**src/design/chip_io_config.svh**
```systemverilog
/* Chip IO configuration
   Pad counts, JTAG pin map, GPIO register map and the TAP identification code */

`ifndef CHIP_IO_CONFIG_SVH
`define CHIP_IO_CONFIG_SVH

// Pad bank: muxed pads first, dedicated pads on top
`define CHIP_NUM_MIO      8
`define CHIP_NUM_DIO      4
`define CHIP_NUM_IO       12

// JTAG pin map, combined index
`define CHIP_PIN_JTAG_EN  4   // Strap, high selects JTAG
`define CHIP_PIN_TRST     5
`define CHIP_PIN_TCK      8   // DIO 0
`define CHIP_PIN_TMS      9   // DIO 1, also core CSB (active low)
`define CHIP_PIN_TDI      10  // DIO 2
`define CHIP_PIN_TDO      11  // DIO 3

// Core view of stolen pins while JTAG owns them, CSB parked high
`define CHIP_JTAG_TIEOFF  12'h200
`define CHIP_IO_CONNECT   12'hfff  // All pads bonded
`define CHIP_JTAG_IDCODE  32'h1c90_a3d3

// GPIO register map
`define REG_OUT           2'd0
`define REG_OE            2'd1
`define REG_INV           2'd2
`define REG_IN            2'd3

`define CHIP_TCK_SYNC     2  // Input synchronizer depth

`endif

```
**src/design/jtag_pkg.sv**
```systemverilog
/* JTAG types
   TAP controller states, instruction register type and instruction codes */

`default_nettype none

package jtag_pkg;

  // IEEE 1149.1 TAP controller states
  typedef enum logic [3:0] {
    TEST_LOGIC_RESET,
    RUN_TEST_IDLE,
    SELECT_DR_SCAN,
    CAPTURE_DR,
    SHIFT_DR,
    EXIT1_DR,
    PAUSE_DR,
    EXIT2_DR,
    UPDATE_DR,
    SELECT_IR_SCAN,
    CAPTURE_IR,
    SHIFT_IR,
    EXIT1_IR,
    PAUSE_IR,
    EXIT2_IR,
    UPDATE_IR
  } tap_state_e;

  typedef logic [3:0]  jtag_ir_t;
  typedef logic [31:0] idcode_t;

  // Instruction codes, anything unlisted behaves as BYPASS
  localparam jtag_ir_t INSTR_IDCODE = 4'h1;
  localparam jtag_ir_t INSTR_SAMPLE = 4'h2;
  localparam jtag_ir_t INSTR_BYPASS = 4'hf;

endpackage : jtag_pkg

`default_nettype wire

```
**src/design/pad_pkg.sv**
```systemverilog
/* Pad types
   Vector and register address types shared by the padring, mux and GPIO core */

`default_nettype none

`include "chip_io_config.svh"

package pad_pkg;

  //////////////////////////////////////////////////////////////////////
  // Pad vectors
  //////////////////////////////////////////////////////////////////////

  // One bit per pad, MIO in the low bits, DIO above
  // Also carries the per-pad inversion attribute
  typedef logic [`CHIP_NUM_IO-1:0] pad_vec_t;

  //////////////////////////////////////////////////////////////////////
  // Register port
  //////////////////////////////////////////////////////////////////////

  // Selects OUT, OE, INV or IN
  typedef logic [1:0] reg_addr_t;

endpackage : pad_pkg

`default_nettype wire

```
**src/design/chip_io_top.sv**
```systemverilog
/* Chip IO top
   Padring, JTAG overlay mux, TAP and GPIO core */

`timescale 1ns/1ps
`default_nettype none

module chip_io_top (
  input  wire logic               clk_i,
  input  wire logic               rst_i,
  // Pads
  input  wire pad_pkg::pad_vec_t  pad_in_i,
  output pad_pkg::pad_vec_t       pad_out_o,
  output pad_pkg::pad_vec_t       pad_oe_o,
  // Register port
  input  wire logic               reg_we_i,
  input  wire pad_pkg::reg_addr_t reg_addr_i,
  input  wire pad_pkg::pad_vec_t  reg_wdata_i,
  output pad_pkg::pad_vec_t       reg_rdata_o,
  output logic                    jtag_active_o
);

  import pad_pkg::*;

  pad_vec_t core_out;
  pad_vec_t core_oe;
  pad_vec_t core_in;
  pad_vec_t inv;
  pad_vec_t ring_out;
  pad_vec_t ring_oe;
  pad_vec_t ring_in;

  logic tap_tck;
  logic tap_tms;
  logic tap_tdi;
  logic tap_trst_n;
  logic tap_tdo;
  logic tap_tdo_oe;

  //////////////////////////////////////////////////////////////////////
  // Padring
  //////////////////////////////////////////////////////////////////////

  padring padring_i (
    .clk_i      ( clk_i     ),
    .rst_i      ( rst_i     ),
    .pad_in_i   ( pad_in_i  ),
    .pad_out_o  ( pad_out_o ),
    .pad_oe_o   ( pad_oe_o  ),
    .ring_out_i ( ring_out  ),
    .ring_oe_i  ( ring_oe   ),
    .ring_in_o  ( ring_in   ),
    .inv_i      ( inv       )
  );

  //////////////////////////////////////////////////////////////////////
  // JTAG overlay and TAP
  //////////////////////////////////////////////////////////////////////

  jtag_overlay_mux jtag_overlay_mux_i (
    .clk_i         ( clk_i         ),
    .rst_i         ( rst_i         ),
    .ring_in_i     ( ring_in       ),
    .ring_out_o    ( ring_out      ),
    .ring_oe_o     ( ring_oe       ),
    .core_out_i    ( core_out      ),
    .core_oe_i     ( core_oe       ),
    .core_in_o     ( core_in       ),
    .tap_tck_o     ( tap_tck       ),
    .tap_tms_o     ( tap_tms       ),
    .tap_tdi_o     ( tap_tdi       ),
    .tap_trst_n_o  ( tap_trst_n    ),
    .tap_tdo_i     ( tap_tdo       ),
    .tap_tdo_oe_i  ( tap_tdo_oe    ),
    .jtag_active_o ( jtag_active_o )
  );

  jtag_tap jtag_tap_i (
    .clk_i    ( clk_i      ),
    .rst_i    ( rst_i      ),
    .tck_i    ( tap_tck    ),
    .tms_i    ( tap_tms    ),
    .tdi_i    ( tap_tdi    ),
    .trst_n_i ( tap_trst_n ),
    .sample_i ( core_in    ),  // SAMPLE sees what the core sees
    .tdo_o    ( tap_tdo    ),
    .tdo_oe_o ( tap_tdo_oe )
  );

  //////////////////////////////////////////////////////////////////////
  // GPIO core
  //////////////////////////////////////////////////////////////////////

  gpio_core gpio_core_i (
    .clk_i       ( clk_i       ),
    .rst_i       ( rst_i       ),
    .reg_we_i    ( reg_we_i    ),
    .reg_addr_i  ( reg_addr_i  ),
    .reg_wdata_i ( reg_wdata_i ),
    .reg_rdata_o ( reg_rdata_o ),
    .core_in_i   ( core_in     ),
    .core_out_o  ( core_out    ),
    .core_oe_o   ( core_oe     ),
    .inv_o       ( inv         )
  );

endmodule : chip_io_top

`default_nettype wire

```
**src/design/gpio_core.sv**
```systemverilog
/* GPIO core
   Output, output enable and inversion registers with pad input read-back */

`timescale 1ns/1ps
`default_nettype none

`include "chip_io_config.svh"

module gpio_core (
  input  wire logic               clk_i,
  input  wire logic               rst_i,
  // Register port
  input  wire logic               reg_we_i,
  input  wire pad_pkg::reg_addr_t reg_addr_i,
  input  wire pad_pkg::pad_vec_t  reg_wdata_i,
  output pad_pkg::pad_vec_t       reg_rdata_o,
  // Pad side
  input  wire pad_pkg::pad_vec_t  core_in_i,
  output pad_pkg::pad_vec_t       core_out_o,
  output pad_pkg::pad_vec_t       core_oe_o,
  output pad_pkg::pad_vec_t       inv_o
);

  import pad_pkg::*;

  pad_vec_t out_q;
  pad_vec_t oe_q;
  pad_vec_t inv_q;

  //////////////////////////////////////////////////////////////////////
  // Register writes
  //////////////////////////////////////////////////////////////////////

  always_ff @(posedge clk_i) begin
    if (rst_i) begin
      out_q <= '0;
      oe_q  <= '0;  // All pads start as inputs
      inv_q <= '0;
    end else if (reg_we_i) begin
      case (reg_addr_i)
        `REG_OUT: out_q <= reg_wdata_i;
        `REG_OE:  oe_q  <= reg_wdata_i;
        `REG_INV: inv_q <= reg_wdata_i;
        default: ;  // IN is read only
      endcase
    end
  end

  assign core_out_o = out_q;
  assign core_oe_o  = oe_q;
  assign inv_o      = inv_q;

  //////////////////////////////////////////////////////////////////////
  // Register reads
  //////////////////////////////////////////////////////////////////////

  // Same-cycle read, no wait states
  always_comb begin
    case (reg_addr_i)
      `REG_OUT: reg_rdata_o = out_q;
      `REG_OE:  reg_rdata_o = oe_q;
      `REG_INV: reg_rdata_o = inv_q;
      default:  reg_rdata_o = core_in_i;
    endcase
  end

  // Covers the synchronized pad inputs as well as the registers
  a_rdata_known: assert property (
    @(posedge clk_i) disable iff (rst_i)
    !$isunknown(reg_rdata_o)
  ) else $error("gpio_core: read data unknown");

endmodule : gpio_core

`default_nettype wire

```
**src/design/jtag_overlay_mux.sv**
```systemverilog
/* JTAG overlay mux
   Latches the JTAG strap during reset and hands the JTAG pins to the TAP,
   feeding the core fixed tie-off values on those pins */

`timescale 1ns/1ps
`default_nettype none

`include "chip_io_config.svh"

module jtag_overlay_mux (
  input  wire logic              clk_i,
  input  wire logic              rst_i,
  // Padring side
  input  wire pad_pkg::pad_vec_t ring_in_i,
  output pad_pkg::pad_vec_t      ring_out_o,
  output pad_pkg::pad_vec_t      ring_oe_o,
  // Core side
  input  wire pad_pkg::pad_vec_t core_out_i,
  input  wire pad_pkg::pad_vec_t core_oe_i,
  output pad_pkg::pad_vec_t      core_in_o,
  // TAP side
  output logic                   tap_tck_o,
  output logic                   tap_tms_o,
  output logic                   tap_tdi_o,
  output logic                   tap_trst_n_o,
  input  wire logic              tap_tdo_i,
  input  wire logic              tap_tdo_oe_i,
  output logic                   jtag_active_o
);

  import pad_pkg::*;

  // Every pin the TAP owns while active
  localparam pad_vec_t JTAG_PINS = pad_vec_t'(
      (1 << `CHIP_PIN_TRST) | (1 << `CHIP_PIN_TCK) | (1 << `CHIP_PIN_TMS) |
      (1 << `CHIP_PIN_TDI)  | (1 << `CHIP_PIN_TDO));

  logic jtag_en_q;

  //////////////////////////////////////////////////////////////////////
  // Strap latch
  //////////////////////////////////////////////////////////////////////

  // Transparent while in reset, frozen once reset drops
  always_ff @(posedge clk_i) begin
    if (rst_i) begin
      jtag_en_q <= ring_in_i[`CHIP_PIN_JTAG_EN];
    end
  end

  assign jtag_active_o = jtag_en_q;

  //////////////////////////////////////////////////////////////////////
  // Pin routing
  //////////////////////////////////////////////////////////////////////

  always_comb begin
    // Plain pass-through, TAP parked in reset
    ring_out_o   = core_out_i;
    ring_oe_o    = core_oe_i;
    core_in_o    = ring_in_i;
    tap_tck_o    = 1'b0;
    tap_tms_o    = 1'b1;
    tap_tdi_o    = 1'b0;
    tap_trst_n_o = 1'b0;

    if (jtag_en_q) begin
      ring_oe_o                   = core_oe_i & ~JTAG_PINS;
      ring_oe_o[`CHIP_PIN_TDO]    = 1'b1;
      ring_out_o[`CHIP_PIN_TDO]   = tap_tdo_i & tap_tdo_oe_i;  // Idle low outside shift
      core_in_o = (ring_in_i & ~JTAG_PINS) | (`CHIP_JTAG_TIEOFF & JTAG_PINS);
      tap_tck_o    = ring_in_i[`CHIP_PIN_TCK];
      tap_tms_o    = ring_in_i[`CHIP_PIN_TMS];
      tap_tdi_o    = ring_in_i[`CHIP_PIN_TDI];
      tap_trst_n_o = ring_in_i[`CHIP_PIN_TRST];
    end
  end

  a_tdo_driven: assert property (
    @(posedge clk_i) disable iff (rst_i)
    jtag_active_o |-> ring_oe_o[`CHIP_PIN_TDO]
  ) else $error("jtag_overlay_mux: TDO not driven while JTAG active");

endmodule : jtag_overlay_mux

`default_nettype wire

```
**src/design/jtag_tap.sv**
```systemverilog
/* JTAG TAP controller
   Oversampled TCK, IEEE state machine, IDCODE, SAMPLE and BYPASS registers */

`timescale 1ns/1ps
`default_nettype none

`include "chip_io_config.svh"

module jtag_tap (
  input  wire logic              clk_i,
  input  wire logic              rst_i,
  input  wire logic              tck_i,     // Already synchronized in the padring
  input  wire logic              tms_i,
  input  wire logic              tdi_i,
  input  wire logic              trst_n_i,
  input  wire pad_pkg::pad_vec_t sample_i,  // Core-side pad inputs
  output logic                   tdo_o,
  output logic                   tdo_oe_o
);

  import jtag_pkg::*;

  logic       tck_q;
  logic       tck_rise;
  logic       tck_fall;
  tap_state_e state_q;
  tap_state_e state_d;
  jtag_ir_t   ir_q;
  jtag_ir_t   ir_shift_q;
  idcode_t    dr_q;
  idcode_t    dr_shifted;
  idcode_t    dr_capture;

  //////////////////////////////////////////////////////////////////////
  // TCK edge detection
  //////////////////////////////////////////////////////////////////////

  always_ff @(posedge clk_i) begin
    if (rst_i) begin
      tck_q <= 1'b0;
    end else begin
      tck_q <= tck_i;
    end
  end

  assign tck_rise = tck_i & ~tck_q;
  assign tck_fall = ~tck_i & tck_q;

  //////////////////////////////////////////////////////////////////////
  // TAP state machine
  //////////////////////////////////////////////////////////////////////

  always_comb begin
    case (state_q)
      TEST_LOGIC_RESET: state_d = tms_i ? TEST_LOGIC_RESET : RUN_TEST_IDLE;
      RUN_TEST_IDLE:    state_d = tms_i ? SELECT_DR_SCAN   : RUN_TEST_IDLE;
      SELECT_DR_SCAN:   state_d = tms_i ? SELECT_IR_SCAN   : CAPTURE_DR;
      CAPTURE_DR:       state_d = tms_i ? EXIT1_DR         : SHIFT_DR;
      SHIFT_DR:         state_d = tms_i ? EXIT1_DR         : SHIFT_DR;
      EXIT1_DR:         state_d = tms_i ? UPDATE_DR        : PAUSE_DR;
      PAUSE_DR:         state_d = tms_i ? EXIT2_DR         : PAUSE_DR;
      EXIT2_DR:         state_d = tms_i ? UPDATE_DR        : SHIFT_DR;
      UPDATE_DR:        state_d = tms_i ? SELECT_DR_SCAN   : RUN_TEST_IDLE;
      SELECT_IR_SCAN:   state_d = tms_i ? TEST_LOGIC_RESET : CAPTURE_IR;
      CAPTURE_IR:       state_d = tms_i ? EXIT1_IR         : SHIFT_IR;
      SHIFT_IR:         state_d = tms_i ? EXIT1_IR         : SHIFT_IR;
      EXIT1_IR:         state_d = tms_i ? UPDATE_IR        : PAUSE_IR;
      PAUSE_IR:         state_d = tms_i ? EXIT2_IR         : PAUSE_IR;
      EXIT2_IR:         state_d = tms_i ? UPDATE_IR        : SHIFT_IR;
      UPDATE_IR:        state_d = tms_i ? SELECT_DR_SCAN   : RUN_TEST_IDLE;
      default:          state_d = TEST_LOGIC_RESET;
    endcase
  end

  // Five TMS-high rises reach TEST_LOGIC_RESET from anywhere
  always_ff @(posedge clk_i) begin
    if (rst_i || !trst_n_i) begin
      state_q <= TEST_LOGIC_RESET;
      ir_q    <= INSTR_IDCODE;
    end else if (tck_rise) begin
      state_q <= state_d;
      if (state_q == TEST_LOGIC_RESET) begin
        ir_q <= INSTR_IDCODE;
      end else if (state_q == UPDATE_IR) begin
        ir_q <= ir_shift_q;
      end
    end
  end

  //////////////////////////////////////////////////////////////////////
  // Data and instruction shift registers
  //////////////////////////////////////////////////////////////////////

  // Shift length follows the selected register, LSB out first
  always_comb begin
    dr_shifted = {1'b0, dr_q[31:1]};
    dr_capture = '0;  // BYPASS captures a single 0
    case (ir_q)
      INSTR_IDCODE: begin
        dr_shifted[31] = tdi_i;
        dr_capture     = `CHIP_JTAG_IDCODE;
      end
      INSTR_SAMPLE: begin
        dr_shifted[`CHIP_NUM_IO-1] = tdi_i;
        dr_capture                 = idcode_t'(sample_i);
      end
      default: dr_shifted[0] = tdi_i;
    endcase
  end

  always_ff @(posedge clk_i) begin
    if (tck_rise) begin
      case (state_q)
        CAPTURE_DR: dr_q       <= dr_capture;
        SHIFT_DR:   dr_q       <= dr_shifted;
        CAPTURE_IR: ir_shift_q <= jtag_ir_t'(1);
        SHIFT_IR:   ir_shift_q <= {tdi_i, ir_shift_q[3:1]};
        default: ;
      endcase
    end
  end

  // TDO launches on the falling edge
  always_ff @(posedge clk_i) begin
    if (rst_i || !trst_n_i) begin
      tdo_o    <= 1'b0;
      tdo_oe_o <= 1'b0;
    end else if (tck_fall) begin
      tdo_oe_o <= (state_q == SHIFT_DR) || (state_q == SHIFT_IR);
      tdo_o    <= (state_q == SHIFT_IR) ? ir_shift_q[0] : dr_q[0];
    end
  end

  a_trst_resets: assert property (
    @(posedge clk_i) disable iff (rst_i)
    !trst_n_i |=> state_q == TEST_LOGIC_RESET
  ) else $error("jtag_tap: TRST did not reset the state machine");

endmodule : jtag_tap

`default_nettype wire

```
**src/design/padring.sv**
```systemverilog
/* Padring
   Per-pad inversion, connect masking and input synchronization */

`timescale 1ns/1ps
`default_nettype none

`include "chip_io_config.svh"

module padring (
  input  wire logic              clk_i,
  input  wire logic              rst_i,
  // Pad side
  input  wire pad_pkg::pad_vec_t pad_in_i,
  output pad_pkg::pad_vec_t      pad_out_o,
  output pad_pkg::pad_vec_t      pad_oe_o,
  // Core side
  input  wire pad_pkg::pad_vec_t ring_out_i,
  input  wire pad_pkg::pad_vec_t ring_oe_i,
  output pad_pkg::pad_vec_t      ring_in_o,
  // Attributes
  input  wire pad_pkg::pad_vec_t inv_i
);

  import pad_pkg::*;

  pad_vec_t sync_q [`CHIP_TCK_SYNC];

  //////////////////////////////////////////////////////////////////////
  // Output path
  //////////////////////////////////////////////////////////////////////

  assign pad_out_o = ring_out_i ^ inv_i;
  assign pad_oe_o  = ring_oe_i & `CHIP_IO_CONNECT;  // Unbonded pads never drive

  //////////////////////////////////////////////////////////////////////
  // Input path
  //////////////////////////////////////////////////////////////////////

  // Pads are asynchronous to clk_i, TCK included
  always_ff @(posedge clk_i) begin
    sync_q[0] <= pad_in_i & `CHIP_IO_CONNECT;
    for (int i = 1; i < `CHIP_TCK_SYNC; i++) begin
      sync_q[i] <= sync_q[i-1];
    end
  end

  // Inversion after the synchronizer
  assign ring_in_o = (sync_q[`CHIP_TCK_SYNC-1] ^ inv_i) & `CHIP_IO_CONNECT;

  //////////////////////////////////////////////////////////////////////
  // Checks
  //////////////////////////////////////////////////////////////////////

  a_oe_connected: assert property (
    @(posedge clk_i) disable iff (rst_i)
    (pad_oe_o & ~pad_vec_t'(`CHIP_IO_CONNECT)) == '0
  ) else $error("padring: output enable on unbonded pad");

endmodule : padring

`default_nettype wire

```
**config.mk**
```make
export PLATFORM = sky130hd
export DESIGN_NAME = chip_io_top
export DESIGN_NICKNAME = d
export VERILOG_FILES = /design/src/design/jtag_pkg.sv /design/src/design/pad_pkg.sv /design/src/design/chip_io_top.sv /design/src/design/gpio_core.sv /design/src/design/jtag_overlay_mux.sv /design/src/design/jtag_tap.sv /design/src/design/padring.sv
export VERILOG_INCLUDE_DIRS = /design/src /design/src/design
export SDC_FILE = /design/constraint.sdc
export NUM_CORES = 1
export LEC_CHECK = 0
export BUFFER_PORTS_ARGS = -buffer_cell sky130_fd_sc_hd__buf_2
export CELL_PAD_IN_SITES_DETAIL_PLACEMENT = 1
export CELL_PAD_IN_SITES_GLOBAL_PLACEMENT = 1
export CORE_ASPECT_RATIO = 0.5
export CORE_MARGIN = 4
export CORE_UTILIZATION = 35
export CTS_CLUSTER_DIAMETER = 30
export DETAILED_ROUTE_END_ITERATION = 8
export PLACE_DENSITY_LB_ADDON = 0.1
export SYNTH_ARGS = -nofsm -noshare
export SYNTH_HDL_FRONTEND = slang
export SYNTH_HIERARCHICAL = 1
export SYNTH_SLANG_ARGS = --single-unit
```
**constraint.sdc**
```tcl
create_clock -name clk_i -period 4.5 [get_ports clk_i]
set_clock_uncertainty 0.2 [all_clocks]
set_input_delay 0.9 -clock clk_i [delete_from_list [all_inputs] [get_ports clk_i]]
set_output_delay 0.9 -clock clk_i [all_outputs]
set_load 0.02 [all_outputs]
```
* Word level (Yosys, flattened, before mapping) *
Memory sizes are Yosys's and may differ from the RTL's.
Cells that the tools add are included.

storage, ports and cells
  register bits = 84
  RAM bits = 24
  input port bits = 29
  output and inout port bits = 37
  logic and storage cells = 86
  memories = 1

memories
  memory            words  bits a word  read ports  clocked after Yosys merged registers in  write ports  RTL line       text
  padring_i.sync_q  2      12           2           0                                        2            padring.sv:26  pad_vec_t sync_q [`CHIP_TCK_SYNC];

operators by class
  equal/unequal tests = 19
  muxes and demuxes = 30
  bitwise operators = 7
  reduce and logical (&&, ||, !) cells = 18

operators with widths
  cell                                                  number
  case mux 32 bit (2 select lines)                      1
  case mux 29 bit (2 select lines)                      1
  case mux 4 bit (12 select lines)                      1
  case mux 12 bit (3 select lines)                      1
  equality test 4 bit (second input constant)           8
  two-way mux 12 bit                                    2
  two-way mux 4 bit                                     6
  XOR 12 bit                                            2
  equality test 4 x 3 -> 1 bit (second input constant)  4
  equality test 4 x 2 -> 1 bit (second input constant)  3
  two-way mux 1 bit                                     12
  AND reduction 2 bit                                   6
  equality test 4 x 1 -> 1 bit (second input constant)  2
  case mux 4 bit (2 select lines)                       1
  two-way mux 2 bit                                     3
  two-way mux 3 bit                                     2
  nonzero test 2 bit                                    3
  OR reduction 2 bit                                    3
  zero test 4 bit                                       1
  AND 1 bit                                             3
  OR reduction 3 bit                                    1
  equality test 2 x 1 -> 1 bit (second input constant)  1
  equality test 2 bit (second input constant)           1
  zero test 2 bit                                       1
  3 further kinds                                       5

* Depth between registers and ports, before layout *
Gate-level depths: netlist (run 1).
An unclocked memory read counts as a cell.

  depth in word-level cells = 5
  mapped depth = 7
  gate-level depth less buffers = 6

* Cells and area by module *
The synthesis (run 1) kept the hierarchy.

by module, submodules not included
  module            instances  cells an instance  area an instance (µm²)  sequential area each (µm²)
  jtag_tap          1          196                2,167.1                 1,301.2
  gpio_core         1          149                1,838.0                 720.7
  padring           1          60                 780.7                   480.5
  jtag_overlay_mux  1          44                 337.8                   30.0

* Least setup slack after synthesis (run 1) *
Ideal clock, no wire load.

  path kind = register -> register
  start = reg jtag_overlay_mux_i.jtag_en_q, in the netlist jtag_overlay_mux_i/jtag_active_o
  end = reg jtag_tap_i.dr_q[0] (enable)
  library setup time = 0.461 ns
  arrival time = 3.265 ns
  required time = 3.839 ns
  slack = 0.574 ns
  cell stages (with the launch flop) = 5
  path buffers = 1
  clock period less this slack = 3.926 ns
  cell sequence = edfxtp_1 -> buf_6 -> and2_1 -> nand2b_1 -> nor3_1

on the way
  longest elaborated chain between the ends = 3

ends and longest elaborated chain
  element                        RTL line                text
  start: declaration             jtag_overlay_mux.sv:38  logic jtag_en_q;
  start signal: assignment       jtag_overlay_mux.sv:47  jtag_en_q <= ring_in_i[`CHIP_PIN_JTAG_EN];
  two-way mux 1 bit              jtag_overlay_mux.sv:67  if (jtag_en_q) begin
  named net tap_tck              chip_io_top.sv:32       logic tap_tck;
  AND 1 bit                      jtag_tap.sv:46          assign tck_rise = tck_i & ~tck_q;
  AND reduction 2 bit (no line)  -
  end signal: assignment         jtag_tap.sv:114         CAPTURE_DR: dr_q <= dr_capture;
  end signal: assignment         jtag_tap.sv:115         SHIFT_DR: dr_q <= dr_shifted;
  end: declaration               jtag_tap.sv:30          idcode_t dr_q;

The timed path passes the listed nets, and every way through them passes these cells.
A chain may end at the register's enable or synchronous reset.

* Worst setup path in the final report (run 1) *
  start = in reg_addr_i[1]
  end = out reg_rdata_o[4]

on the way
  longest elaborated chain between the ends = 2
  elaborated cells on any way between the ends = 4
  those cells by class = eq/ne: 2; mux: 1; reduce/logical: 1

ends and longest elaborated chain
  element                                            RTL line           text
  start: declaration                                 chip_io_top.sv:16  input wire pad_pkg::reg_addr_t reg_addr_i,
  equality test 2 bit, or another cell as far along  gpio_core.sv:59    case (reg_addr_i)
  case mux 12 bit (3 select lines) (*)               gpio_core.sv:59
  end: declaration                                   chip_io_top.sv:18  output pad_pkg::pad_vec_t reg_rdata_o,

Mark *: on every way between the ends. The rest lies on a longest branch, timed or not.

==> summary.log, run 1 <==
INFO  critical_path  critPathArrivalTime=2.14ns
INFO  detailed_routing detail_route.vias_per_cell=4.83
INFO  final_layout   layout.cells.most_common_list=sky130_fd_sc_hd__dfxtp_1 (71), sky130_fd_sc_hd__buf_2 (65), sky130_fd_sc_hd__nand2b_1 (53)
INFO  global_route   grt_pass1_wl=17800um
INFO  hold_path      hold_depth=0
INFO  logic_synthesis synthesis.area=5120squm
INFO  critical_path  regToRegStartpoint=jtag_tap_i/state_q[2]$_SDFFE_PP0P_
INFO  detailed_routing final_antenna_net_count=0
INFO  sta            setup_tns=0ns
INFO  critical_path  timing.critical_path.mode_cell=sky130_fd_sc_hd__buf_2
INFO  global_route   gr-usage-met2=19.6%
INFO  floorplanning  die_w=179um
INFO  global_route   use_met3=4.28%
INFO  logic_synthesis synth.avg_cell_area=11.4squm
INFO  floorplanning  floorplan_die_height=93.6um
INFO  sta            max_clock_freq=309MHz
INFO  logic_synthesis number_of_register_bits_inferred_by_synthesis=108
INFO  pwr            vdd_ir_drop_max=0.165mV
INFO  detailed_routing drt_drc_violations_left=0
INFO  clock_network  root_buffer=sky130_fd_sc_hd__clkbuf_16
INFO  final_layout   layout.cells.non_filler=661
INFO  clock_network  cts_tree=yes
INFO  detailed_routing totalWireLength=11100um
INFO  critical_path  crit_family=multiplexers
INFO  clock_network  clock_tree.buffer_depth=2
INFO  detailed_routing drt-pass1-iter-count=4
INFO  placement      port_buffers=65
INFO  critical_path  cp_max_fo=17
INFO  final_layout   areaGrowthSynthToFinish=8.55%
INFO  final_layout   finalNetCount=493
INFO  logic_synthesis synth.yosys.seq_area_share=49.4%
INFO  critical_path  worst_r2r_endpoint=jtag_tap_i/dr_q[8]$_DFFE_PP_
INFO  run_status     status=complete, no violations
INFO  clock_network  cts_inserted_buffers=9
INFO  critical_path  worst_path_max_delay_cell=sky130_fd_sc_hd__mux4_1
INFO  clock_network  cts.repair_timing.setup_buffer_count=0
INFO  placement      dpl_cell_area=5280squm
INFO  clock_network  worstSkewPairLatency=0.35ns
INFO  detailed_routing drt-initial-drc-count=160
INFO  global_route   number_of_antenna_violations_at_the_first_check_in_global_routing=1
INFO  floorplanning  fp.coreArea=13900squm
INFO  critical_path  critical_path_buf_inv_count=2
INFO  pwr            power-per-cell-area=356nW/um^2
INFO  floorplanning  dieArea=16800squm
INFO  sta            worst_slew_margin_rel=21.2%
INFO  global_route   met1_usage=20.5%
INFO  sta            fin_ws=1.26ns
INFO  logic_synthesis postSynth.asyncResetShare=0%
INFO  sta            fin_worst_hold_slack=0.130ns
INFO  global_route   global_route.peak_usage_layer=met1
INFO  floorplanning  ios=66
INFO  critical_path  worstSetupPathType=primary input to primary output
INFO  logic_synthesis ys_warn_count=6
INFO  final_layout   fillers=1521
INFO  flow_run       drv_cap=0
INFO  sta            final_min_period_over_clock_period=72.0%
INFO  final_layout   layout.cells.most_common=sky130_fd_sc_hd__dfxtp_1
INFO  final_layout   drive_above_1_share=20.0%
INFO  final_layout   utilization=39.9%
INFO  logic_synthesis synthesis.nets=478
INFO  critical_path  worst-endpoint-required=3.40ns
INFO  placement      globalplace.congestion=0.689
INFO  clock_network  clock_tree.htree_level_count=3
INFO  critical_path  timing.critical_path.slowest_cell_delay=0.65ns
INFO  sta            timing.final.setup_violations=0
INFO  sta            layout_min_cycle_time=3.24ns
INFO  clock_network  clk_pin_slew_worst_paths=0.08ns
INFO  critical_path  timing.critical_path.to_type=primary output
INFO  logic_synthesis yosys_most_used_dff=sky130_fd_sc_hd__dfxtp_1
INFO  final_layout   post-route-cell-area=5560squm
INFO  sta            grt_setup_unrepaired=no
INFO  critical_path  crit_path_start_kind=primary input
INFO  global_route   grt_util_all_layers=13.8%
INFO  critical_path  cp_cell_sequence=buf_2 -> mux4_1 -> buf_2
INFO  sta            transition_time_of_the_tightest_slew_check_pin=1.18ns
INFO  floorplanning  std_cell_rows=30
INFO  clock_network  post_cts_resize_count=0
INFO  logic_synthesis yosys.cell_types.count=50
INFO  detailed_routing vias=3195
INFO  sta            report.final.slew_viol_count=0
INFO  hold_path      min-delay-path-class=flop to flop
INFO  global_route   grt_max_degree=43
INFO  hold_path      min_from=padring_i/sync_q[0][6]$_DFF_P_
INFO  floorplanning  starting_density_of_the_core=36.8%
INFO  placement      dp_hpwl=7680um
INFO  critical_path  r2r_setup_slack=1.81ns
INFO  logic_synthesis syn_inst_count=449
INFO  pwr            total_design_power=1.98mW
INFO  placement      place_ws=1.28ns
INFO  pwr            p_leak=2.44nW
INFO  sta            report.final.hold_viol_count=0
INFO  logic_synthesis synth_enable_flop_cells=37
INFO  clock_network  cts_num_sinks=108
INFO  global_route   grt.overflow.total=0
INFO  detailed_routing routed_wire_length_per_instance=16.8um
INFO  clock_network  ctsHoldBuffers=0
INFO  global_route   vias_in_the_first_global_route=3204
INFO  placement      numPlacedInstances=645
INFO  hold_path      whs_endpoint=padring_i/sync_q[0][18]$_DFF_P_
INFO  final_layout   insertedDiodeCount=0
INFO  critical_path  worstRegToRegCells=3
[cells by family after synthesis]
family,synth area share [%]
and+or+nand+nor,17.9
AOI/OAI and AO/OA,5.93
DFF,49.4
xor gates and xnor gates,4.10
muxes,13.7
buffers and inverters,8.91
[worst register-to-register path: stages (launching register included)]
cell and delay (ns):
sky130_fd_sc_hd__dfxtp_1 0.66, sky130_fd_sc_hd__nor2b_4 0.46, sky130_fd_sc_hd__and2_1 0.81, sky130_fd_sc_hd__o21ai_0 0.26
[routing by layer]
| layer | vias to the layer above | part of all wire (%) |
|---|---|---|
| li1 | 1566 | - |
| met1 | 1569 | 53 |
| met2 | 49 | 42 |
| met3 | 9 | 3.8 |
| met4 | 2 | 0.58 |
| met5 | - | 0.11 |
[cells in the mapped netlist (8+ instances only)]
library cell	count	area, sq um
sky130_fd_sc_hd__nand2_1	26	97.6
sky130_fd_sc_hd__and2_1	8	50.1
sky130_fd_sc_hd__edfxtp_1	37	1110
sky130_fd_sc_hd__xor2_1	24	210
sky130_fd_sc_hd__o21ai_0	9	45.0
sky130_fd_sc_hd__clkbuf_1	9	33.8
sky130_fd_sc_hd__and3_1	13	81.3
sky130_fd_sc_hd__a21oi_1	13	65.1
sky130_fd_sc_hd__mux2i_1	38	380
sky130_fd_sc_hd__nor2_1	16	60.1
sky130_fd_sc_hd__nand2b_1	53	332
sky130_fd_sc_hd__dfxtp_1	71	1420
sky130_fd_sc_hd__nor2b_1	8	50.1
sky130_fd_sc_hd__mux4_1	11	289
sky130_fd_sc_hd__buf_2	10	50.1
sky130_fd_sc_hd__buf_4	40	300
[worst max path at each step]
stage,startpoint,endpoint,slack (ns),cells after the start
5_1_grt,reg_addr_i[1],reg_rdata_o[4],1.23,3
3_3_place_gp,reg_addr_i[1],reg_rdata_o[10],1.30,3
3_5_place_dp,reg_addr_i[1],reg_rdata_o[8],1.28,3
4_1_cts,reg_addr_i[1],reg_rdata_o[4],1.27,3
6_report,reg_addr_i[1],reg_rdata_o[4],1.26,3
2_1_floorplan,jtag_overlay_mux_i/jtag_active_o$_DFFE_PP_,jtag_tap_i/dr_q[0]$_DFFE_PP_,0.57,4
[report_power, final]
group	switching, mW	internal, mW	total [mW]
combinational	0.0930	0.0721	0.165
sequential	0.0210	1.03	1.05
clock	0.381	0.387	0.769
[registers in the layout, summed over array words and instances (netlist names), 4 cells and up]
| register | count |
|---|---|
| jtag_tap_i/state_q | 4 |
| jtag_tap_i/ir_shift_q | 4 |
| gpio_core_i/core_oe_o | 12 |
| jtag_tap_i/dr_q | 32 |
| jtag_tap_i/ir_q | 4 |
| gpio_core_i/inv_o | 12 |
| padring_i/sync_q | 24 |
| gpio_core_i/core_out_o | 12 |
[layout make-up]
class                      count  area (sq um)  area share (%)
clock buffer                   9           225            4.05
clock inverter                 7          58.8            1.06
inverter                       3          11.3           0.202
multi-input combinational    274          2150            38.6
sequential                   108          2530            45.5
tap                          192           240            4.32
timing repair buffer          68           348            6.25
Power figures use the tool's default switching activity.
==> inputs of run 2 (changes only) <==
Clock period 4.5 ns to 2.8 ns, I/O delays scaled along.
==> run 2 against run 1 <==
Register-to-register slack worse by 1.1 ns. Global-route usage is 0.62 points higher. Die area stayed put. Critical endpoint is now reg_rdata_o[9]. Flip-flop and latch count stayed put. Critical path type is now flop to primary output. Final area is 3.2% higher.
==> summary.log, run 2 (synthesis gave the netlist of run 1 again) <==
INFO  pwr            switching_power=0.806mW [was 0.495 mW]
INFO  detailed_routing drt-pass1-iter-count=5 [was 4]
INFO  final_layout   areaGrowthSynthToFinish=12.0% [was 8.55%]
INFO  final_layout   insertedDiodeCount=0 [unchanged]
INFO  final_layout   number_of_flip_flops_in_the_largest_register=32 [unchanged]
INFO  placement      place_ws=0.253ns [was 1.28 ns]
INFO  clock_network  clock_tree.buffer_depth=2 [unchanged]
INFO  sta            worst_slew_margin_rel=64.2% [was 21.2%]
INFO  detailed_routing totalWireLength=11400um [was 11100 um]
INFO  placement      port_buffers=65 [unchanged]
INFO  critical_path  crit_family=multiplexers [unchanged]
INFO  placement      dp_hpwl=7950um [was 7680 um]
INFO  critical_path  cp_max_fo=10 [was 17]
INFO  detailed_routing vias=3256 [was 3195]
INFO  floorplanning  floorplan_die_height=93.6um [unchanged]
INFO  detailed_routing detail_route.vias_per_cell=4.82 [was 4.83]
INFO  clock_network  clock_tree.htree_level_count=3 [unchanged]
INFO  pwr            seq_power_share=49.6% [was 52.8%]
INFO  clock_network  clk_pin_slew_worst_paths=0.08ns [about the same]
INFO  critical_path  timing.critical_path.slowest_cell_delay=0.47ns [was 0.65 ns]
INFO  pwr            power-per-cell-area=589nW/um^2 [was 356 nW/um^2]
INFO  sta            grt_setup_unrepaired=no [unchanged]
INFO  clock_network  cts_num_sinks=108 [unchanged]
INFO  final_layout   utilization=41.2% [was 39.9%]
INFO  detailed_routing drt_drc_violations_left=0 [unchanged]
INFO  pwr            intPower=2.57mW [was 1.48 mW]
INFO  sta            fin_ws=0.185ns [was 1.26 ns]
INFO  sta            report.final.hold_viol_count=0 [unchanged]
INFO  pwr            swShare=23.8% [was 25.0%]
INFO  global_route   number_of_antenna_violations_at_the_first_check_in_global_routing=1 [unchanged]
INFO  clock_network  cts_inserted_buffers=9 [unchanged]
INFO  hold_path      whs_endpoint=padring_i/sync_q[0][1]$_DFF_P_ [was padring_i/sync_q[0][18]$_DFF_P_]
INFO  critical_path  worst-endpoint-required=2.04ns [was 3.40 ns]
INFO  critical_path  regToRegStartpoint=jtag_tap_i/state_q[1]$_SDFFE_PP0P_ [was jtag_tap_i/state_q[2]$_SDFFE_PP0P_]
INFO  global_route   grt.overflow.total=0 [unchanged]
INFO  critical_path  critPathArrivalTime=1.85ns [was 2.14 ns]
INFO  pwr            total_design_power=3.38mW [was 1.98 mW]
INFO  sta            final_min_period_over_clock_period=93.4%
INFO  critical_path  cp_cell_sequence=buf_4 -> or2_1 -> mux4_2 -> buf_2 [was buf_2 -> mux4_1 -> buf_2]
INFO  global_route   grt_util_all_layers=14.4% [was 13.8%]
INFO  final_layout   register_with_the_most_flip_flops=jtag_tap_i/dr_q [unchanged]
INFO  clock_network  cts_tree=yes [unchanged]
INFO  critical_path  timing.critical_path.to_type=primary output [unchanged]
INFO  sta            timing.final.setup_violations=0 [unchanged]
INFO  detailed_routing final_antenna_net_count=0 [unchanged]
INFO  hold_path      hold_depth=1 [was 0]
INFO  critical_path  worst_path_max_delay_cell=sky130_fd_sc_hd__mux4_2 [was sky130_fd_sc_hd__mux4_1]
INFO  final_layout   layout.cells.most_common_list=sky130_fd_sc_hd__dfxtp_1 (71), sky130_fd_sc_hd__buf_2 (65), sky130_fd_sc_hd__nand2b_1 (53) [unchanged]
INFO  floorplanning  ios=66 [unchanged]
INFO  floorplanning  die_w=179um [unchanged]
INFO  critical_path  crit_path_start_kind=flop [was primary input]
INFO  detailed_routing routed_wire_length_per_instance=16.9um [was 16.8 um]
INFO  pwr            vdd_ir_drop_max=0.244mV [was 0.165 mV]
INFO  sta            setup_tns=0ns [unchanged]
INFO  hold_path      min_from=pad_in_i[1] [was padring_i/sync_q[0][6]$_DFF_P_]
INFO  sta            fin_worst_hold_slack=0.105ns [was 0.130 ns]
INFO  floorplanning  std_cell_rows=30 [unchanged]
INFO  final_layout   drive_above_1_share=22.9% [was 20.0%]
INFO  final_layout   layout.cells.most_common=sky130_fd_sc_hd__dfxtp_1 [unchanged]
INFO  clock_network  post_cts_resize_count=0 [unchanged]
INFO  critical_path  worstSetupPathType=flop to primary output [was primary input to primary output]
INFO  floorplanning  dieArea=16800squm [unchanged]
INFO  pwr            fraction_of_power_consumed_by_the_clock_network=42.1% [was 38.8%]
INFO  sta            max_clock_freq=382MHz
INFO  clock_network  root_buffer=sky130_fd_sc_hd__clkbuf_16 [unchanged]
INFO  hold_path      min-delay-path-class=primary input to flop [was flop to flop]
INFO  floorplanning  fp.coreArea=13900squm [unchanged]
INFO  sta            report.final.slew_viol_count=0 [unchanged]
INFO  critical_path  worstRegToRegCells=4 [was 3]
INFO  detailed_routing drt-initial-drc-count=165 [was 160]
INFO  critical_path  r2r_setup_slack=0.68ns [was 1.81 ns]
INFO  clock_network  ctsHoldBuffers=0 [unchanged]
INFO  final_layout   finalNetCount=508 [was 493]
INFO  sta            transition_time_of_the_tightest_slew_check_pin=0.536ns [was 1.18 ns]
INFO  global_route   grt_pass1_wl=18600um [was 17800 um]
INFO  global_route   vias_in_the_first_global_route=3379 [was 3204]
INFO  placement      globalplace.congestion=0.720 [was 0.689]
INFO  floorplanning  starting_density_of_the_core=36.8% [unchanged]
INFO  critical_path  critical_path_buf_inv_count=2 [unchanged]
INFO  flow_run       drv_cap=0 [unchanged]
INFO  final_layout   top_regs=jtag_tap_i/dr_q x32, padring_i/sync_q x24 [unchanged]
INFO  pwr            p_comb_share=8.3% [about the same]
INFO  global_route   grt_max_degree=51 [was 43]
INFO  pwr            p_leak=2.53nW [was 2.44 nW]
INFO  run_status     status=complete, no violations [unchanged]
INFO  clock_network  worstSkewPairLatency=0.35ns [about the same]
INFO  critical_path  worst_r2r_endpoint=jtag_tap_i/dr_q[10]$_DFFE_PP_ [was jtag_tap_i/dr_q[8]$_DFFE_PP_]
INFO  sta            layout_min_cycle_time=2.61ns
run 2: layout make-up:
type | instances | area, sq um
fillers | 1538 | 8190
well taps | 192 | 240
clock buffers | 9 | 225
inverters | 3 | 11.3
repair buffers | 83 | 473
clock inverters | 7 | 105
flip-flops and latches | 108 | 2530
multi-input cells | 274 | 2150
run 2: worst reg2reg max path, delay by kind of cell (launching register included):
family                 cells  cell delay (ns)
DFF                        1             0.48
AOI/OAI and AO/OA          1             0.20
and+or+nand+nor            2             0.68
buffers and inverters      1             0.24
run 2: worst max-delay path by stage:
stage	startpoint	to	cells past startpoint
after floorplan	jtag_overlay_mux_i/jtag_active_o$_DFFE_PP_	jtag_tap_i/dr_q[0]$_DFFE_PP_	4
after global placement	reg_addr_i[1]	reg_rdata_o[10]	3
after detailed placement	reg_addr_i[1]	reg_rdata_o[10]	3
after CTS	jtag_overlay_mux_i/jtag_active_o$_DFFE_PP_	reg_rdata_o[10]	3
after global routing	jtag_overlay_mux_i/jtag_active_o$_DFFE_PP_	reg_rdata_o[9]	4
final	jtag_overlay_mux_i/jtag_active_o$_DFFE_PP_	reg_rdata_o[9]	4
run 2: repair_timing:
item                       in CTS  in global routing
hold endpoints to repair        0                  0
setup endpoints to repair       0                  3
setup buffers                   0                  3
run 2: layer usage:
layer	vias up	wire, um	global-route usage [%]
met5	-	12	0
met4	2	117	3.61
met3	12	443	4.00
met2	49	4890	20.9
met1	1603	5990	21.1
li1	1590	-	-
run 2: through the flow:
step / instance area, sq um / instances
floorplan: 5130 / 449
global placement: 5390 / 657
global route: 5740 / 676
CTS: 5720 / 673
detailed placement: 5390 / 657
finish: 5740 / 676
run 2: power groups by stage:
| stage | Clock [mW] | Combinational [mW] | Sequential, mW |
|---|---|---|---|
| 2_1_floorplan | 0 | 0.226 | 1.70 |
| 3_3_place_gp | 0 | 0.276 | 1.72 |
| 3_5_place_dp | 0 | 0.277 | 1.72 |
| 4_1_cts | 1.47 | 0.279 | 1.68 |
| 5_1_grt | 1.53 | 0.307 | 1.68 |
| 6_report | 1.42 | 0.281 | 1.68 |
==> inputs of run 3 (changes only) <==
Settings changed: SYNTH_HIERARCHICAL 1 to default.
==> run 3 against run 2 <==
Die area fell by 6.5%. Final area decreased by 1.5%. Area after synthesis decreased by 6.9%. Synthesized cell count grew 2.7%. Global-route usage rose by 0.85 points. Routed wire length rose by 3.6%. Setup slack worse by 0.059 ns. Sequential power is essentially flat. Non-clock buffer count up 10. Critical endpoint unchanged. Largest cell class unchanged. Power decreased by 5.6%. Hold slack got worse by 0.00074 ns.
==> summary.log, run 3 <==
INFO  pwr            vdd_ir_drop_max=0.255mV [was 0.244 mV]
INFO  detailed_routing detailroute.wirelength.met3=420um [was 443 um]
INFO  floorplanning  die_w=173um [was 179 um]
INFO  placement      numPlacedInstances=682 [was 657]
INFO  global_route   grt_pass1_wl=19500um [was 18600 um]
INFO  critical_path  critical_path_buf_inv_count=1 [was 2]
INFO  global_route   grt_max_degree=39 [was 51]
INFO  placement      port_buffers=65 [unchanged]
INFO  flow_run       drv_cap=0 [unchanged]
INFO  detailed_routing wl_met2=5180um [was 4890 um]
INFO  detailed_routing drt-initial-drc-count=180 [was 165]
INFO  logic_synthesis synth.area.top_cells=sky130_fd_sc_hd__dfxtp_1 (30%), sky130_fd_sc_hd__edfxtp_1 (23%), sky130_fd_sc_hd__mux2i_1 (9.2%) [was sky130_fd_sc_hd__dfxtp_1 (28%), sky130_fd_sc_hd__edfxtp_1 (22%), sky130_fd_sc_hd__mux2i_1 (7.4%)]
INFO  detailed_routing totalWireLength=11900um [was 11400 um]
INFO  logic_synthesis synth.avg_cell_area=10.3squm [was 11.4 sq um]
INFO  detailed_routing final_antenna_net_count=0 [unchanged]
INFO  global_route   number_of_antenna_violations_at_the_first_check_in_global_routing=0 [was 1]
INFO  critical_path  timing.critical_path.to_type=primary output [unchanged]
INFO  clock_network  clock_tree.buffer_depth=2 [unchanged]
INFO  logic_synthesis synthesis.nets=490 [was 478]
INFO  hold_path      min-delay-path-class=primary input to flop [unchanged]
INFO  floorplanning  std_cell_rows=29 [was 30]
INFO  floorplanning  ios=66 [unchanged]
INFO  logic_synthesis postSynth.asyncResetShare=0% [unchanged]
INFO  critical_path  critPathArrivalTime=1.91ns [was 1.85 ns]
INFO  final_layout   layout.cells.most_common=sky130_fd_sc_hd__dfxtp_1 [unchanged]
INFO  sta            fin_worst_hold_slack=0.105ns [about the same]
INFO  clock_network  clk_pin_slew_worst_paths=0.08ns [about the same]
INFO  floorplanning  dieArea=15700squm [was 16800 sq um]
INFO  floorplanning  starting_density_of_the_core=36.7% [was 36.8%]
INFO  clock_network  clock_tree.htree_level_count=3 [unchanged]
INFO  placement      globalplace.congestion=0.743 [was 0.720]
INFO  clock_network  cts_num_sinks=108 [unchanged]
INFO  sta            final_min_period_over_clock_period=95.5% [was 93.4%]
INFO  final_layout   top_regs=jtag_tap_i.dr_q x32, padring_i.sync_q x24 [was jtag_tap_i/dr_q x32, padring_i/sync_q x24]
INFO  global_route   vias_in_the_first_global_route=3681 [was 3379]
INFO  critical_path  cp_cell_sequence=xnor2_4 -> nand2_1 -> mux4_2 -> buf_2 [was buf_4 -> or2_1 -> mux4_2 -> buf_2]
INFO  run_status     status=complete, no violations [unchanged]
INFO  critical_path  crit_family=multiplexers [unchanged]
INFO  detailed_routing vias=3530 [was 3256]
INFO  logic_synthesis synth_enable_flop_cells=37 [unchanged]
INFO  logic_synthesis yosys.cell_types.count=56 [was 50]
INFO  logic_synthesis synth_common_cells=sky130_fd_sc_hd__dfxtp_1 (71), sky130_fd_sc_hd__nor2_1 (49), sky130_fd_sc_hd__nand2_1 (46) [was sky130_fd_sc_hd__dfxtp_1 (71), sky130_fd_sc_hd__nand2b_1 (53), sky130_fd_sc_hd__buf_4 (40)]
INFO  logic_synthesis ys_warn_count=0 [was 6]
INFO  logic_synthesis yosys_most_used_dff=sky130_fd_sc_hd__dfxtp_1 [unchanged]
INFO  pwr            p_leak=2.38nW [was 2.53 nW]
INFO  critical_path  crit_path_start_kind=flop [unchanged]
INFO  floorplanning  floorplan_die_height=90.5um [was 93.6 um]
INFO  clock_network  worstSkewPairLatency=0.35ns [about the same]
INFO  logic_synthesis synth.largest_area_cell=sky130_fd_sc_hd__dfxtp_1 [unchanged]
INFO  final_layout   finalNetCount=555 [was 508]
INFO  placement      dp_hpwl=8310um [was 7950 um]
INFO  final_layout   insertedDiodeCount=0 [unchanged]
INFO  detailed_routing detail_route.vias_per_cell=5.04 [was 4.82]
INFO  logic_synthesis yosys.cell_count.top_type=sky130_fd_sc_hd__dfxtp_1 [unchanged]
INFO  detailed_routing drt_drc_violations_left=0 [unchanged]
INFO  global_route   grt.overflow.total=0 [unchanged]
INFO  logic_synthesis synth.yosys.seq_area_share=53.1% [was 49.4%]
INFO  global_route   grt_util_all_layers=15.3% [was 14.4%]
INFO  sta            max_clock_freq=374MHz [was 382 MHz]
INFO  pwr            power-per-cell-area=565nW/um^2 [was 589 nW/um^2]
INFO  final_layout   drive_above_1_share=22.6% [was 22.9%]
INFO  sta            transition_time_of_the_tightest_slew_check_pin=0.669ns [was 0.536 ns]
INFO  critical_path  worst_path_max_delay_cell=sky130_fd_sc_hd__mux4_2 [unchanged]
INFO  final_layout   number_of_flip_flops_in_the_largest_register=32 [unchanged]
INFO  critical_path  cp_max_fo=10 [unchanged]
INFO  logic_synthesis synth_top_area_share=29.8% [was 27.7%]
INFO  detailed_routing maxUsedRoutingLayer=met4 [was met5]
INFO  logic_synthesis number_of_register_bits_inferred_by_synthesis=108 [unchanged]
INFO  final_layout   layout.cells.non_filler=701 [was 676]
INFO  sta            report.final.slew_viol_count=0 [unchanged]
INFO  sta            report.final.hold_viol_count=0 [unchanged]
INFO  critical_path  worstSetupPathType=flop to primary output [unchanged]
INFO  logic_synthesis synthesis.area=4770squm [was 5120 sq um]
INFO  final_layout   areaGrowthSynthToFinish=18.5% [was 12.0%]
INFO  critical_path  worst-endpoint-required=2.04ns [about the same]
INFO  final_layout   register_with_the_most_flip_flops=jtag_tap_i.dr_q [was jtag_tap_i/dr_q]
INFO  critical_path  r2r_setup_slack=0.61ns [was 0.68 ns]
INFO  sta            layout_min_cycle_time=2.67ns [was 2.61 ns]
INFO  clock_network  root_buffer=sky130_fd_sc_hd__clkbuf_16 [unchanged]
INFO  detailed_routing routed_wire_length_per_instance=16.9um [about the same]
INFO  detailed_routing routedLengthMet1=6110um [was 5990 um]
INFO  logic_synthesis syn_inst_count=461 [was 449]
INFO  sta            setup_tns=0ns [unchanged]
INFO  critical_path  timing.critical_path.slowest_cell_delay=0.51ns [was 0.47 ns]
INFO  sta            timing.final.setup_violations=0 [unchanged]
INFO  sta            grt_setup_unrepaired=no [unchanged]
INFO  sta            worst_slew_margin_rel=55.4% [was 64.2%]
INFO  final_layout   layout.cells.most_common_list=sky130_fd_sc_hd__dfxtp_1 (70), sky130_fd_sc_hd__buf_2 (65), sky130_fd_sc_hd__nor2_1 (49) [was sky130_fd_sc_hd__dfxtp_1 (71), sky130_fd_sc_hd__buf_2 (65), sky130_fd_sc_hd__nand2b_1 (53)]
INFO  clock_network  cts_tree=yes [unchanged]
INFO  detailed_routing drt-pass1-iter-count=4 [was 5]
INFO  clock_network  cts_inserted_buffers=9 [unchanged]
INFO  floorplanning  fp.coreArea=13000squm [was 13900 sq um]
==> run 3: changes by cell type after synthesis, sizes merged, moves of 6 or more <==
cell / delta
mux2i: +6
nand2b: -51
xnor2: +14
buf: -27
nor2: +33
o21ai: +11
nand2: +20
mux4: -10
==> run 3: report_power, final <==
part	total [mW]	leakage (nW)	switching, mW	internal (mW)
Combinational	0.293	1.36	0.175	0.118
Sequential	1.68	0.878	0.0340	1.65
Clock	1.22	0.140	0.600	0.616
Total	3.19	2.38	0.809	2.38
==> run 3: cells by family (layout without fill, tap and decap cells) <==
group	Yosys count	in the layout	share of synthesized area [%]
xor+xnor	33	33	6.22
flops	108	108	53.1
buf+inv	43	113	4.41
compound gates	72	72	9.84
simple gates	159	159	16.2
mux	46	46	10.2
==> run 3: final timing paths <==
| kind | to | cells after the start | from |
|---|---|---|---|
| setup / recovery | reg_rdata_o[9] | 4 | padring_i.sync_q[0][21]$_DFF_P_ |
| hold / removal | padring_i.sync_q[0][0]$_DFF_P_ | 1 | pad_in_i[0] |
| setup reg to reg | jtag_tap_i.dr_q[5]$_DFFE_PP_ | 5 | jtag_overlay_mux_i.jtag_active_o$_DFFE_PP_ |
| hold reg to reg | padring_i.sync_q[0][14]$_DFF_P_ | 0 | padring_i.sync_q[0][2]$_DFF_P_ |
==> run 3: per-stage QoR <==
| stage | total power, mW | utilization, % | instance area [sq um] | setup slack (ns) |
|---|---|---|---|---|
| 4_1_cts | 3.23 | 43.3 | 5630 | 0.0336 |
| 5_1_grt | 3.32 | 43.5 | 5650 | 0.0513 |
| 2_1_floorplan | 1.90 | - | 4780 | 0.268 |
| 3_3_place_gp | 2.00 | 41.1 | 5340 | 0.268 |
| 6_report | 3.19 | 43.5 | 5650 | 0.126 |
| 3_5_place_dp | 2.01 | 41.1 | 5340 | 0.251 |
==> run 3: routing by layer <==
layer	vias to the layer above	global-route usage, %
li1	1756	-
met1	1710	21.7
met2	53	23.1
met3	11	3.68
met4	0	4.31
met5	-	0
==> run 3: final cells by class <==
class / count / area [sq um]
Clock inverter: 6 / 46.3
Inverter: 4 / 15.0
Multi-Input combinational cell: 310 / 2070
Timing Repair Buffer: 93 / 548
Sequential cell: 108 / 2530
Tap cell: 170 / 213
Clock buffer: 10 / 229
Fill cell: 1473 / 7340
==> run 3: repair_timing <==
action | 4_1_cts | 5_1_grt
gates cloned | 0 | 0
resized for setup | 1 | 1
setup endpoints to repair | 1 | 2
hold buffers | 0 | 0
pin swaps | 0 | 1
buffers inserted | 0 | 3
